===== src/motor_monit_pkg.sv =====
// Shared types and window constants of the motor spin monitor, imported by each of its blocks
package motor_monit_pkg;

	// ----------------------------------------------------------------------
	// Frequency mode and revolution measurement
	// ----------------------------------------------------------------------

	// Code 3 is not named and keeps the current window
	typedef enum logic [1:0] {
		FREQ_30HZ = 2'd0,
		FREQ_15HZ = 2'd1,
		FREQ_50HZ = 2'd2
	} freq_mode_e;

	localparam int PERIOD_W = 24;

	typedef struct packed {
		logic                valid;
		logic                stall;
		logic [PERIOD_W-1:0] period;
	} rev_meas_t;

	// ----------------------------------------------------------------------
	// Speed window
	// ----------------------------------------------------------------------

	// Nominal period of each mode in tenths of the 30 Hz base
	localparam int MODE_DEN    = 10;
	localparam int MODE_NUM_30 = 10;
	localparam int MODE_NUM_15 = 20;
	localparam int MODE_NUM_50 = 6;

	// Bounds in tenths of nominal, both exclusive
	localparam int WIN_DEN    = 10;
	localparam int WIN_LO_NUM = 9;
	localparam int WIN_HI_NUM = 11;

	function automatic logic [PERIOD_W-1:0] win_bound(
		input longint base,
		input int     mode_num,
		input int     win_num
	);
		longint prod;
		prod = base * mode_num * win_num;
		return PERIOD_W'(prod / (MODE_DEN * WIN_DEN));
	endfunction

endpackage


===== src/motor_health.sv =====
// Turns the stream of good and bad revolutions into the motor state and fault outputs
module motor_health #(
	parameter int P_GOOD_REVS = 6,
	parameter int P_BAD_REVS  = 200
) (
	input  logic                       i_clk,
	input  logic                       i_rst_n,
	input  logic                       i_cal_mode,
	input  logic                       i_measure_mode,
	input  motor_monit_pkg::rev_meas_t i_meas,
	input  logic                       i_in_window,
	output logic                       o_motor_state,
	output logic                       o_motor_fault,
	output logic                       o_opto_err
);
	localparam int GOOD_W = $clog2(P_GOOD_REVS + 1);
	localparam int BAD_W  = $clog2(P_BAD_REVS + 1);
	localparam logic [GOOD_W-1:0] GOOD_LIMIT = GOOD_W'(P_GOOD_REVS);
	localparam logic [BAD_W-1:0]  BAD_LIMIT  = BAD_W'(P_BAD_REVS);

	logic [GOOD_W-1:0] r_good_cnt;
	logic [BAD_W-1:0]  r_bad_cnt;
	logic              w_good_run;
	logic              w_bad_run;
	logic              r_fault;
	logic              r_state;
	logic              r_opto_err;

	assign w_good_run = (r_good_cnt >= GOOD_LIMIT);
	assign w_bad_run  = (r_bad_cnt >= BAD_LIMIT);

	// ----------------------------------------------------------------------
	// Revolution run counters
	// ----------------------------------------------------------------------

	// A full good run holds through bad revolutions until a fault restarts it.
	// A stall always breaks the run
	always_ff @(posedge i_clk or negedge i_rst_n) begin
		if (!i_rst_n) begin
			r_good_cnt <= '0;
		end else if (i_meas.stall) begin
			r_good_cnt <= '0;
		end else if (i_meas.valid) begin
			if (w_good_run) begin
				if (r_fault)
					r_good_cnt <= '0;
			end else if (i_in_window) begin
				r_good_cnt <= r_good_cnt + 1'b1;
			end else begin
				r_good_cnt <= '0;
			end
		end
	end

	always_ff @(posedge i_clk or negedge i_rst_n) begin
		if (!i_rst_n)
			r_bad_cnt <= '0;
		else if (i_meas.valid) begin
			if (i_in_window)
				r_bad_cnt <= '0;
			else if (!w_bad_run)
				r_bad_cnt <= r_bad_cnt + 1'b1;
		end
	end

	// ----------------------------------------------------------------------
	// Fault latch and motor state
	// ----------------------------------------------------------------------

	always_ff @(posedge i_clk or negedge i_rst_n) begin
		if (!i_rst_n) begin
			r_fault    <= 1'b0;
			r_opto_err <= 1'b0;
		end else begin
			r_opto_err <= i_meas.stall;
			if (w_bad_run || i_meas.stall)
				r_fault <= 1'b1;
			else if (w_good_run)
				r_fault <= 1'b0;
		end
	end

	// Calibration wins over a fault
	always_ff @(posedge i_clk or negedge i_rst_n) begin
		if (!i_rst_n)
			r_state <= 1'b0;
		else if (i_cal_mode)
			r_state <= 1'b1;
		else if (r_fault)
			r_state <= 1'b0;
		else if (w_good_run)
			r_state <= 1'b1;
	end

	assign o_motor_state = r_state & i_measure_mode;
	assign o_motor_fault = r_fault;
	assign o_opto_err    = r_opto_err;

endmodule


===== src/motor_monit.sv =====
// Top level of the motor spin monitor, joining period meter, speed window and health logic
module motor_monit #(
	parameter int P_SLOTS_PER_REV = 179,
	parameter int P_BASE_PERIOD   = 1_666_667,
	parameter int P_STALL_LIMIT   = 10_000_000,
	parameter int P_GOOD_REVS     = 6,
	parameter int P_BAD_REVS      = 200
) (
	input  logic                        i_clk,
	input  logic                        i_rst_n,
	input  logic                        i_cal_mode,
	input  motor_monit_pkg::freq_mode_e i_freq_mode,
	input  logic                        i_measure_mode,
	input  logic                        i_opto_switch,
	output logic                        o_motor_state,
	output logic                        o_motor_fault,
	output logic                        o_opto_err
);
	import motor_monit_pkg::*;

	rev_meas_t w_meas;
	logic      w_in_window;

	rev_period_meter #(
		.P_SLOTS_PER_REV (P_SLOTS_PER_REV),
		.P_STALL_LIMIT   (P_STALL_LIMIT)
	) u_meter (
		.i_clk         (i_clk),
		.i_rst_n       (i_rst_n),
		.i_cal_mode    (i_cal_mode),
		.i_opto_switch (i_opto_switch),
		.o_meas        (w_meas)
	);

	speed_window #(
		.P_BASE_PERIOD (P_BASE_PERIOD)
	) u_window (
		.i_clk       (i_clk),
		.i_rst_n     (i_rst_n),
		.i_freq_mode (i_freq_mode),
		.i_meas      (w_meas),
		.o_in_window (w_in_window)
	);

	motor_health #(
		.P_GOOD_REVS (P_GOOD_REVS),
		.P_BAD_REVS  (P_BAD_REVS)
	) u_health (
		.i_clk          (i_clk),
		.i_rst_n        (i_rst_n),
		.i_cal_mode     (i_cal_mode),
		.i_measure_mode (i_measure_mode),
		.i_meas         (w_meas),
		.i_in_window    (w_in_window),
		.o_motor_state  (o_motor_state),
		.o_motor_fault  (o_motor_fault),
		.o_opto_err     (o_opto_err)
	);

endmodule


===== src/rev_period_meter.sv =====
// Opto slot counter that measures each revolution period and flags a stalled wheel
module rev_period_meter #(
	parameter int P_SLOTS_PER_REV = 179,
	parameter int P_STALL_LIMIT   = 10_000_000
) (
	input  logic                       i_clk,
	input  logic                       i_rst_n,
	input  logic                       i_cal_mode,
	input  logic                       i_opto_switch,
	output motor_monit_pkg::rev_meas_t o_meas
);
	import motor_monit_pkg::*;

	localparam int SLOT_W = (P_SLOTS_PER_REV > 1) ? $clog2(P_SLOTS_PER_REV) : 1;
	localparam logic [SLOT_W-1:0]   LAST_SLOT = SLOT_W'(P_SLOTS_PER_REV - 1);
	localparam logic [PERIOD_W-1:0] STALL_CNT = PERIOD_W'(P_STALL_LIMIT);

	logic                r_sync1;
	logic                r_sync2;
	logic                r_sync_d;
	logic                w_rise;
	logic                w_rev_done;
	logic [SLOT_W-1:0]   r_slot_cnt;
	logic [PERIOD_W-1:0] r_period_cnt;
	logic [PERIOD_W-1:0] r_period;
	logic                r_valid;
	logic                r_stall;

	// ----------------------------------------------------------------------
	// Switch synchroniser and rising edge
	// ----------------------------------------------------------------------

	// Idle level is high so calibration and reset never make an edge
	always_ff @(posedge i_clk or negedge i_rst_n) begin
		if (!i_rst_n) begin
			r_sync1  <= 1'b1;
			r_sync2  <= 1'b1;
			r_sync_d <= 1'b1;
		end else if (i_cal_mode) begin
			r_sync1  <= 1'b1;
			r_sync2  <= 1'b1;
			r_sync_d <= 1'b1;
		end else begin
			r_sync1  <= i_opto_switch;
			r_sync2  <= r_sync1;
			r_sync_d <= r_sync2;
		end
	end

	assign w_rise     = r_sync2 & ~r_sync_d;
	assign w_rev_done = w_rise && (r_slot_cnt == LAST_SLOT) && !i_cal_mode;

	// ----------------------------------------------------------------------
	// Slot and period counters
	// ----------------------------------------------------------------------

	always_ff @(posedge i_clk or negedge i_rst_n) begin
		if (!i_rst_n) begin
			r_slot_cnt   <= '0;
			r_period_cnt <= '0;
			r_valid      <= 1'b0;
			r_stall      <= 1'b0;
		end else if (i_cal_mode) begin
			r_slot_cnt   <= '0;
			r_period_cnt <= '0;
			r_valid      <= 1'b0;
			r_stall      <= 1'b0;
		end else begin
			r_valid <= w_rev_done;
			if (w_rev_done) begin
				r_slot_cnt   <= '0;
				r_period_cnt <= '0;
				r_stall      <= 1'b0;
			end else begin
				if (w_rise)
					r_slot_cnt <= r_slot_cnt + 1'b1;
				// Saturate so a dead wheel never wraps back into the window
				if (r_period_cnt != '1)
					r_period_cnt <= r_period_cnt + 1'b1;
				if (r_period_cnt >= STALL_CNT)
					r_stall <= 1'b1;
			end
		end
	end

	// Count includes the strobe cycle itself
	always_ff @(posedge i_clk) begin
		if (w_rev_done)
			r_period <= (r_period_cnt == '1) ? r_period_cnt : r_period_cnt + 1'b1;
	end

	assign o_meas = '{valid: r_valid, stall: r_stall, period: r_period};

endmodule


===== src/speed_window.sv =====
// Holds the period window of the selected frequency mode and classifies each revolution
module speed_window #(
	parameter int P_BASE_PERIOD = 1_666_667
) (
	input  logic                        i_clk,
	input  logic                        i_rst_n,
	input  motor_monit_pkg::freq_mode_e i_freq_mode,
	input  motor_monit_pkg::rev_meas_t  i_meas,
	output logic                        o_in_window
);
	import motor_monit_pkg::*;

	localparam logic [PERIOD_W-1:0] LO_30 = win_bound(P_BASE_PERIOD, MODE_NUM_30, WIN_LO_NUM);
	localparam logic [PERIOD_W-1:0] HI_30 = win_bound(P_BASE_PERIOD, MODE_NUM_30, WIN_HI_NUM);
	localparam logic [PERIOD_W-1:0] LO_15 = win_bound(P_BASE_PERIOD, MODE_NUM_15, WIN_LO_NUM);
	localparam logic [PERIOD_W-1:0] HI_15 = win_bound(P_BASE_PERIOD, MODE_NUM_15, WIN_HI_NUM);
	localparam logic [PERIOD_W-1:0] LO_50 = win_bound(P_BASE_PERIOD, MODE_NUM_50, WIN_LO_NUM);
	localparam logic [PERIOD_W-1:0] HI_50 = win_bound(P_BASE_PERIOD, MODE_NUM_50, WIN_HI_NUM);

	logic [PERIOD_W-1:0] r_lo;
	logic [PERIOD_W-1:0] r_hi;

	// Out of reset the 30 Hz window applies
	always_ff @(posedge i_clk or negedge i_rst_n) begin
		if (!i_rst_n) begin
			r_lo <= LO_30;
			r_hi <= HI_30;
		end else begin
			case (i_freq_mode)
				FREQ_30HZ: begin
					r_lo <= LO_30;
					r_hi <= HI_30;
				end
				FREQ_15HZ: begin
					r_lo <= LO_15;
					r_hi <= HI_15;
				end
				FREQ_50HZ: begin
					r_lo <= LO_50;
					r_hi <= HI_50;
				end
				default: begin
					r_lo <= r_lo;
					r_hi <= r_hi;
				end
			endcase
		end
	end

	// Strict on both sides, a period on a bound is a bad revolution
	assign o_in_window = i_meas.valid && (i_meas.period > r_lo) && (i_meas.period < r_hi);

endmodule


===== config.mk =====
export PLATFORM = sky130hd
export DESIGN_NAME = motor_monit
export DESIGN_NICKNAME = d
export VERILOG_FILES = /design/src/motor_monit_pkg.sv /design/src/motor_health.sv /design/src/motor_monit.sv /design/src/rev_period_meter.sv /design/src/speed_window.sv
export SDC_FILE = /design/constraint.sdc
export NUM_CORES = 1
export LEC_CHECK = 0
export BUFFER_PORTS_ARGS = -buffer_cell sky130_fd_sc_hd__clkbuf_2
export CAP_MARGIN = 20
export CORE_MARGIN = 2
export CORE_UTILIZATION = 35
export CTS_CLUSTER_SIZE = 40
export DETAILED_ROUTE_END_ITERATION = 10
export PLACE_DENSITY = 0.58
export SLEW_MARGIN = 5
export SYNTH_ARGS = -nofsm -noshare
export SYNTH_HDL_FRONTEND = slang
export SYNTH_SLANG_ARGS = --single-unit

===== constraint.sdc =====
create_clock -name i_clk -period 2.9 [get_ports i_clk]
set_input_delay 0.435 -clock i_clk [delete_from_list [all_inputs] [get_ports i_clk]]
set_output_delay 0.435 -clock i_clk [all_outputs]
set_load 0.005 [all_outputs]

==> results of run 1 <==
## layer usage
metal / vias to the layer above / track usage, %
li1: 1496 / -
met1: 1474 / 18.2
met2: 41 / 23.0
met3: 15 / 2.06
met4: 0 / 5.14
met5: - / 0
## through the flow
stage / total power, W / util, %
after global placement: 0.00137 / 38.5
after floorplan: 0.00132 / -
after CTS: 0.00258 / 41.1
after global routing: 0.00266 / 41.4
final: 0.00256 / 41.4
after detailed placement: 0.00138 / 38.5
## report_power, final
part           total [W]  internal [W]  switching [W]  leakage (nW)
Clock            0.00120      0.000702       0.000494         0.154
Combinational   0.000159     0.0000629      0.0000962          1.03
Sequential       0.00120       0.00119      0.0000106         0.983
Total            0.00256       0.00196       0.000601          2.17
## worst reg2reg max path, delay by kind of cell (launching register included)
| family | cells | cell delay [ps] |
|---|---|---|
| AND/OR/NAND/NOR | 5 | 1430 |
| flip-flops | 1 | 530 |
| adder cells (fa/ha/maj) | 1 | 330 |
| buffers and inverters | 2 | 310 |
| AO/OA/AOI/OAI | 2 | 170 |
## what timing repair did
item                                    CTS  global route
endpoints found under the setup margin    0             8
buffers inserted                          0             1
resized for setup                         0             3
## flip-flops by register name, summed over array words and instances (netlist names), 3 cells and up
register	count
u_meter.r_period	24
u_meter.r_period_cnt	24
u_health.r_bad_cnt	8
u_meter.r_slot_cnt	8
u_window.r_hi	5
u_health.r_good_cnt	3
## Yosys cell counts (7+ instances only)
master / n / area [µm²]
sky130_fd_sc_hd__inv_1: 21 / 78.8
sky130_fd_sc_hd__xor2_1: 13 / 114
sky130_fd_sc_hd__nand4_1: 17 / 106
sky130_fd_sc_hd__clkbuf_1: 9 / 33.8
sky130_fd_sc_hd__ha_1: 39 / 488
sky130_fd_sc_hd__dfrtp_1: 51 / 1280
sky130_fd_sc_hd__nand2_1: 35 / 131
sky130_fd_sc_hd__nor2b_1: 20 / 125
sky130_fd_sc_hd__nand3_1: 19 / 95.1
sky130_fd_sc_hd__edfxtp_1: 24 / 721
sky130_fd_sc_hd__and3_1: 7 / 43.8
sky130_fd_sc_hd__xnor2_1: 11 / 96.3
sky130_fd_sc_hd__nor2_1: 30 / 113
sky130_fd_sc_hd__a21oi_1: 16 / 80.1
## cells by family after synthesis
| kind of cell | synth area share [%] |
|---|---|
| AOI/OAI and AO/OA | 8.21 |
| buffers and inverters | 2.71 |
| and+or+nand+nor | 21.6 |
| adders and majority gates | 11.2 |
| DFF | 49.6 |
| muxes | 1.76 |
| xor gates and xnor gates | 4.84 |
## area by class of cell
cell class	count	area, µm²	area share (%)
clock inverters	6	70.1	1.40
clock buffers	10	239	4.78
multi-input cells	291	2100	42.1
repair buffers	18	138	2.76
flip-flops and latches	81	2150	43.1
well taps	168	210	4.21
inverters	21	78.8	1.58
## worst paths after layout
kind | end | slack, ps | cells after the start
max | u_health.r_bad_cnt[6] | 50 | 10
min | u_meter.r_slot_cnt[1] | 90 | 2
max in group asynchronous | u_window.r_hi[17] | 2480 | 2
min reg2reg | u_health.o_opto_err | 480 | 0
min in group i_clk | u_meter.r_sync1 | 280 | 2
max reg2reg | u_health.r_bad_cnt[6] | 50 | 10
==> flow_summary.toml, run 1 <==
[clocking]
clock_latency_ps = 340
h-tree-depth = 3
cts_buffer_depth = 2
cts_sinks = 81
cts-buffers-inserted = 9
cts.hold.buffers_added = 0
cts_tree = "yes"
root_buffer = "sky130_fd_sc_hd__clkbuf_16"
clk_transition_reported_paths_ps = 70

[layout]
mostFrequentLayoutCell = "sky130_fd_sc_hd__dfrtp_1"
summed_area_of_non_filler_cells_in_the_final_layout_mm2 = 0.00499
n_fill_cell = 1152
layout-drive-gt1-share_pct = 13.6
final_net_count = 468
final_cells = 595
area_added_between_synthesis_and_finish_pct = 15.0
most-common-layout-cells = "sky130_fd_sc_hd__dfrtp_1, sky130_fd_sc_hd__ha_1, sky130_fd_sc_hd__nand2_1"
diodes = 0

[floorplan]
top_level_ports = 10
initial_core_util_pct = 36.0
width_of_the_die_um = 115
fp.dieH_um = 115
num_rows = 40
fp.coreArea_mm2 = 0.0121
dieArea_mm2 = 0.0133

[route]
drt.antenna.violating_nets = 0
detail_route.wirelength_mm = 8.73
avgRoutedWirePerCell_um = 14.7
met2_wirelength_mm = 4.19
routed_via_density = 5.09
detailedRoute.firstPassIterationCount = 4
route.layer.met1.wl_mm = 4.12
drt_iter0_drc = 142
met3WireLength_um = 235
route.vias.total = 3026
highest_layer = "met4"
drcViolationCount = 0

[setup_path]
crit_path_cell_trace = "inv_1, ha_4, nand2_1, or4_4, nor4b_2, a21oi_1, nor3b_4, buf_4, or4b_4, o221ai_2"
worstPathMaxFanout = 8
worst_reg2reg_path_startpoint = "u_window.r_hi[19]"
worst_setup_path_end_kind = "register"
timing.critical_path.slowest_cell_delay_ps = 530
timing.critical_path.max_delay_family = "simple AND/OR/NAND/NOR gates"
arrival_ps = 3100
worst_ep_required_time_ps = 3150
crit_start_category = "register"
worst_setup_path_startpoint = "u_window.r_hi[19]"
crit_type = "register to register"
path_buf_inv = 2
worst_path_max_delay_cell = "sky130_fd_sc_hd__dfstp_2"

[run]
cap_viol_max_count = 0

[power_and_ir_drop]
leakage_nw = 2.17
power.ir.vdd_worst_mv = 0.230
pwr_density_cell_mw_per_mm2 = 512

[global_route]
grt_first_pass_wirelength_mm = 14.4
grt_pass1_vias = 2931
grt_remaining_overflow = 0
number_of_antenna_violations_at_the_first_check_in_global_routing = 0
grt_start_max_net_pins = 58
grtUsageTotal_pct = 13.8

[place]
dpl.cell_count = 578
place_worst_setup_slack_ps = 124
place.port_buffers = 9
finalWeightedCongestion = 0.819
postPlaceCellArea_mm2 = 0.00465
hpwl_after_dpl_mm = 6.13

[sta]
period_share_pct = 98.2
post-route-min-period_ps = 2850
grt_setup_unrepaired = "yes"
worstMarginPinSlew_ps = 558
setup_viol = 0
max_freq_mhz = 351
finClkSkew_ps = 13.3
finalMaxSlewViolations = 0
timing.setup.tns_ps = 0
fin_worst_hold_slack_ps = 93.7
report.final.hold_viol_count = 0
setup_slack_ps = 51.3
relSlewSlack_pct = 62.6

[synthesis]
synth_edf_count = 24
netlist-cell-type-count = 56
synthesis.yosys.warnings = 0
async_reset_ff_share_pct = 70.4
post_synth.cell_area_avg_um2 = 10.8
synth.cell_area_mm2 = 0.00434
syn_nets = 449
synth_ff_type = "sky130_fd_sc_hd__dfrtp_1"
yosysSeqAreaShare_pct = 49.6
syn_inst = 403
synth_seq_cells = 81

[hold_path]
hold_class = "input pin to async pin"

[outcome]
run_status = "complete, no violations"
Note: power is estimated with default switching activity, not from simulation.
==> run 2, diff against run 1 <==
--- a/config.mk
+++ b/config.mk
@@ -12,5 +12,5 @@
 export CTS_CLUSTER_SIZE = 40
 export DETAILED_ROUTE_END_ITERATION = 10
-export PLACE_DENSITY = 0.58
+export PLACE_DENSITY = 0.53
 export SLEW_MARGIN = 5
 export SYNTH_ARGS = -nofsm -noshare
==> constraint.sdc (replaced) <==
create_clock -name i_clk -period 2.9 [get_ports i_clk]
set_input_delay 0.435 -clock i_clk [delete_from_list [all_inputs] [get_ports i_clk]]
set_output_delay 0.435 -clock i_clk [all_outputs]
set_load 0.01 [all_outputs]
==> flow_summary.toml, run 2 (synthesis results as in run 1) <==
[outcome]
run_status = "complete, no violations"

[layout]
most-common-layout-cells = "sky130_fd_sc_hd__dfrtp_1, sky130_fd_sc_hd__ha_1, sky130_fd_sc_hd__nand2_1"
multi_input_area_mm2 = 0.00207
register_area_mm2 = 0.00215
area_added_between_synthesis_and_finish_pct = 14.2
final_net_count = 467
diodes = 0
n_fill_cell = 1168
final_cells = 594
mostFrequentLayoutCell = "sky130_fd_sc_hd__dfrtp_1"
largest_registers = "u_meter.r_period: 24 flops, u_meter.r_period_cnt: 24 flops"
layout-drive-gt1-share_pct = 12.7

[floorplan]
num_rows = 40
dieArea_mm2 = 0.0133
fp.dieH_um = 115
fp.coreArea_mm2 = 0.0121
top_level_ports = 10
initial_core_util_pct = 36.0
width_of_the_die_um = 115

[route]
drt.antenna.violating_nets = 0
route.vias.total = 2994
drcViolationCount = 0
detail_route.wirelength_mm = 8.75
detailedRoute.firstPassIterationCount = 4
avgRoutedWirePerCell_um = 14.7
drt_iter0_drc = 122
routed_via_density = 5.04

[place]
place.port_buffers = 9
dpl.cell_count = 578
finalWeightedCongestion = 0.887
hpwl_after_dpl_mm = 6.51
place_worst_setup_slack_ps = 176

[power_and_ir_drop]
power.ir.vdd_worst_mv = 0.319
leakage_nw = 2.17
pwr_density_cell_mw_per_mm2 = 518

[sta]
setup_slack_ps = 170
grt_setup_unrepaired = "no"
post-route-min-period_ps = 2730
report.final.hold_viol_count = 0
fin_worst_hold_slack_ps = 195
finClkSkew_ps = 11.1
finalMaxSlewViolations = 0
worstMarginPinSlew_ps = 847
max_freq_mhz = 366
setup_viol = 0
timing.setup.tns_ps = 0
relSlewSlack_pct = 43.5
period_share_pct = 94.1

[clocking]
cts-buffers-inserted = 9
root_buffer = "sky130_fd_sc_hd__clkbuf_16"
post_cts_resized = 0
clock_latency_ps = 340
cts_buffer_depth = 2
h-tree-depth = 3
clk_transition_reported_paths_ps = 60
cts_tree = "yes"
cts_sinks = 81
cts.hold.buffers_added = 0
cts_setup_buffers = 0

[global_route]
number_of_antenna_violations_at_the_first_check_in_global_routing = 0
grt_start_max_net_pins = 30
grtUsageTotal_pct = 14.8
grt_pass1_vias = 3053
grt_remaining_overflow = 0
grt_first_pass_wirelength_mm = 15.3

[setup_path]
worst_setup_path_end_kind = "register"
crit_start_category = "register"
worst_ep_required_time_ps = 3160
arrival_ps = 2990
crit_type = "register to register"
worstPathMaxFanout = 7

[hold_path]
hold_class = "input pin to async pin"

[run]
cap_viol_max_count = 0
-- run 2: changes by cell type in the layout (fill, tap and decap cells not counted) --
cell,delta
sky130_fd_sc_hd__clkbuf_16,+1
sky130_fd_sc_hd__inv_6,-4
sky130_fd_sc_hd__nor4_2,-1
sky130_fd_sc_hd__ha_1,+2
sky130_fd_sc_hd__buf_12,-1
sky130_fd_sc_hd__ha_4,-2
sky130_fd_sc_hd__nor4_1,+1
sky130_fd_sc_hd__clkinv_4,+3
-- run 2: per-stage QoR --
| step | util [%] | area, µm² | total power, W |
|---|---|---|---|
| 3_5_place_dp | 38.4 | 4630 | 0.00138 |
| 6_report | 41.1 | 4960 | 0.00257 |
| 4_1_cts | 41.1 | 4960 | 0.00260 |
| 2_1_floorplan | - | 4340 | 0.00132 |
| 5_1_grt | 41.1 | 4960 | 0.00269 |
| 3_3_place_gp | 38.4 | 4630 | 0.00137 |
-- run 2: metal layers --
metal	GRT usage (%)	vias up	part of all wire [%]
met5	0	-	0
met4	6.27	0	2.0
met3	3.16	12	2.2
met2	23.0	43	46
met1	20.1	1453	49
li1	-	1486	-
-- run 2: path summary, 6_finish.rpt --
| path | from | end | slack (ps) | cells past startpoint |
|---|---|---|---|---|
| worst min-delay path | i_rst_n | u_meter.r_period_cnt[9] | 200 | 1 |
| max in group asynchronous | i_rst_n | u_meter.r_sync1 | 1890 | 2 |
| worst max register to register | u_window.r_hi[19] | u_health.r_bad_cnt[6] | 170 | 9 |
| worst min register to register | u_health.r_good_cnt[0] | u_health.r_good_cnt[0] | 490 | 1 |
| worst max-delay path | u_window.r_hi[19] | u_health.r_bad_cnt[6] | 170 | 9 |
| min in group i_clk | i_opto_switch | u_meter.r_sync1 | 280 | 2 |
-- run 2: layout make-up --
type	count	share of cell area (%)
sequential	81	43.4
timing repair buffer	17	2.37
tap	168	4.24
inverter	21	1.59
clock inverter	5	1.24
clock buffer	11	5.32
multi-input combinational	291	41.8
-- run 2: worst max-delay path: stages (launching register included) --
cell                       delay [ps]
sky130_fd_sc_hd__dfstp_2          520
sky130_fd_sc_hd__inv_1            120
sky130_fd_sc_hd__ha_1             350
sky130_fd_sc_hd__nand2_1           60
sky130_fd_sc_hd__or4_4            480
sky130_fd_sc_hd__nor4b_2          220
sky130_fd_sc_hd__a21oi_1          130
sky130_fd_sc_hd__nor3b_4          190
sky130_fd_sc_hd__or4b_4           510
sky130_fd_sc_hd__o221ai_2          70
-- run 2: power by group --
group / internal (W) / switching, W / total (W)
combinational: 0.0000589 / 0.0000940 / 0.000153
sequential: 0.00119 / 0.0000105 / 0.00120
clock: 0.000746 / 0.000466 / 0.00121
==> run 3, diff against run 2 <==
- PLACE_DENSITY: 0.53 -> not set
- clock period: 2.9 -> 3.1 ns (I/O delays scaled with it)
==> flow_summary.toml, run 3 (synthesis results as in run 1) <==
[sta]
relSlewSlack_pct = 36.4
post-route-min-period_ps = 2750
timing.setup.tns_ps = 0
finClkSkew_ps = 4.39
report.final.hold_viol_count = 0
setup_viol = 0
fin_worst_hold_slack_ps = 274
period_share_pct = 88.7
grt_setup_unrepaired = "no"
finalMaxSlewViolations = 0
max_freq_mhz = 364
worstMarginPinSlew_ps = 953
setup_slack_ps = 351

[global_route]
grt_pass1_vias = 2986
grt_start_max_net_pins = 39
globalRouteMet1Util_pct = 18.3
grtUsageTotal_pct = 14.0
global_route.peak_usage_layer = "met2"
grt_use_met3_pct = 3.00
grt_remaining_overflow = 0
grt_first_pass_wirelength_mm = 14.5
number_of_antenna_violations_at_the_first_check_in_global_routing = 0
globalRouteMet2Util_pct = 22.1

[clocking]
cts-buffers-inserted = 9
clock_latency_ps = 330
cts.hold.buffers_added = 0
cts_tree = "yes"
cts_buffer_depth = 2
root_buffer = "sky130_fd_sc_hd__clkbuf_16"
cts_sinks = 81
cts_setup_buffers = 0
h-tree-depth = 3
post_cts_resized = 0
clk_transition_reported_paths_ps = 60

[outcome]
run_status = "complete, no violations"

[setup_path]
reg2reg_setup_slack_ps = 350
worstPathMaxFanout = 9
worst_ep_required_time_ps = 3350
crit_start_category = "register"
arrival_ps = 2990
crit_type = "register to register"
worst_setup_path_end_kind = "register"

[floorplan]
num_rows = 40
top_level_ports = 10
initial_core_util_pct = 36.0
dieArea_mm2 = 0.0133
fp.dieH_um = 115
fp.coreArea_mm2 = 0.0121
width_of_the_die_um = 115

[route]
drt_iter0_drc = 195
drt.antenna.violating_nets = 0
detail_route.wirelength_mm = 8.53
detailedRoute.firstPassIterationCount = 4
drcViolationCount = 0
avgRoutedWirePerCell_um = 14.4
route.vias.total = 3002
routed_via_density = 5.05

[layout]
final_net_count = 467
area_added_between_synthesis_and_finish_pct = 13.3
mostFrequentLayoutCell = "sky130_fd_sc_hd__dfrtp_1"
largest_registers = "u_meter.r_period: 24 flops, u_meter.r_period_cnt: 24 flops"
diodes = 0
most-common-layout-cells = "sky130_fd_sc_hd__dfrtp_1, sky130_fd_sc_hd__ha_1, sky130_fd_sc_hd__nand2_1"
layout-drive-gt1-share_pct = 12.0

[power_and_ir_drop]
pwr_density_cell_mw_per_mm2 = 471
leakage_nw = 2.15
power.ir.vdd_worst_mv = 0.201

[place]
place.port_buffers = 9
finalWeightedCongestion = 0.822
hpwl_after_dpl_mm = 6.37
place_worst_setup_slack_ps = 367

[hold_path]
hold_class = "input pin to async pin"

[run]
cap_viol_max_count = 0
[run 3: cell types whose count changed in the layout (fill, tap and decap cells not counted)]
cell / previous run / this run
sky130_fd_sc_hd__clkbuf_8: 1 / 2
sky130_fd_sc_hd__buf_4: 7 / 8
sky130_fd_sc_hd__clkinv_1: 0 / 1
sky130_fd_sc_hd__clkbuf_16: 10 / 9
sky130_fd_sc_hd__buf_12: 1 / 0
sky130_fd_sc_hd__clkbuf_1: 0 / 2
sky130_fd_sc_hd__clkinv_4: 3 / 0
[run 3: final cells by class]
type	count	area (µm²)
fillers	1157	7140
clock inverters	3	38.8
multi-input cells	291	2070
clock buffers	13	260
flip-flops and latches	81	2150
well taps	168	210
repair buffers	17	105
inverters	21	78.8
[run 3: critical path: stages (launching register included)]
cell and delay, ps:
sky130_fd_sc_hd__dfstp_2 520, sky130_fd_sc_hd__inv_1 130, sky130_fd_sc_hd__ha_1 360, sky130_fd_sc_hd__nand2_1 60, sky130_fd_sc_hd__or4_4 480, sky130_fd_sc_hd__nor4b_2 230
sky130_fd_sc_hd__a21oi_1 110, sky130_fd_sc_hd__nor3b_4 190, sky130_fd_sc_hd__or4b_4 510, sky130_fd_sc_hd__o221ai_2 70
[run 3: power by group]
part / leakage [nW] / internal (W) / switching [W]
combinational: 1.02 / 0.0000537 / 0.0000892
sequential: 0.983 / 0.00112 / 0.00000989
clock: 0.147 / 0.000664 / 0.000386
[run 3: through the flow]
stage | std cells | instance area (µm²) | total power [W] | util, %
2_1_floorplan | 403 | 4340 | 0.00123 | -
3_3_place_gp | 578 | 4620 | 0.00128 | 38.3
3_5_place_dp | 578 | 4620 | 0.00129 | 38.3
4_1_cts | 594 | 4920 | 0.00236 | 40.8
5_1_grt | 594 | 4920 | 0.00242 | 40.8
6_report | 594 | 4920 | 0.00232 | 40.8
[run 3: final timing paths]
check,from,to,depth (start not counted)
max in group asynchronous,i_rst_n,u_window.r_hi[11],2
worst max-delay path,u_window.r_hi[19],u_health.r_bad_cnt[6],9
min in group i_clk,i_opto_switch,u_meter.r_sync1,2
worst min-delay path,i_rst_n,u_meter.r_slot_cnt[0],1
worst max register to register,u_window.r_hi[19],u_health.r_bad_cnt[6],9
worst min register to register,u_window.r_hi[7],u_window.r_hi[7],2
[run 3: per-layer routing]
metal,wire length (µm),share of wire (%)
met5,0,0
met4,259,3.0
met3,217,2.5
met2,4010,47
met1,4040,47
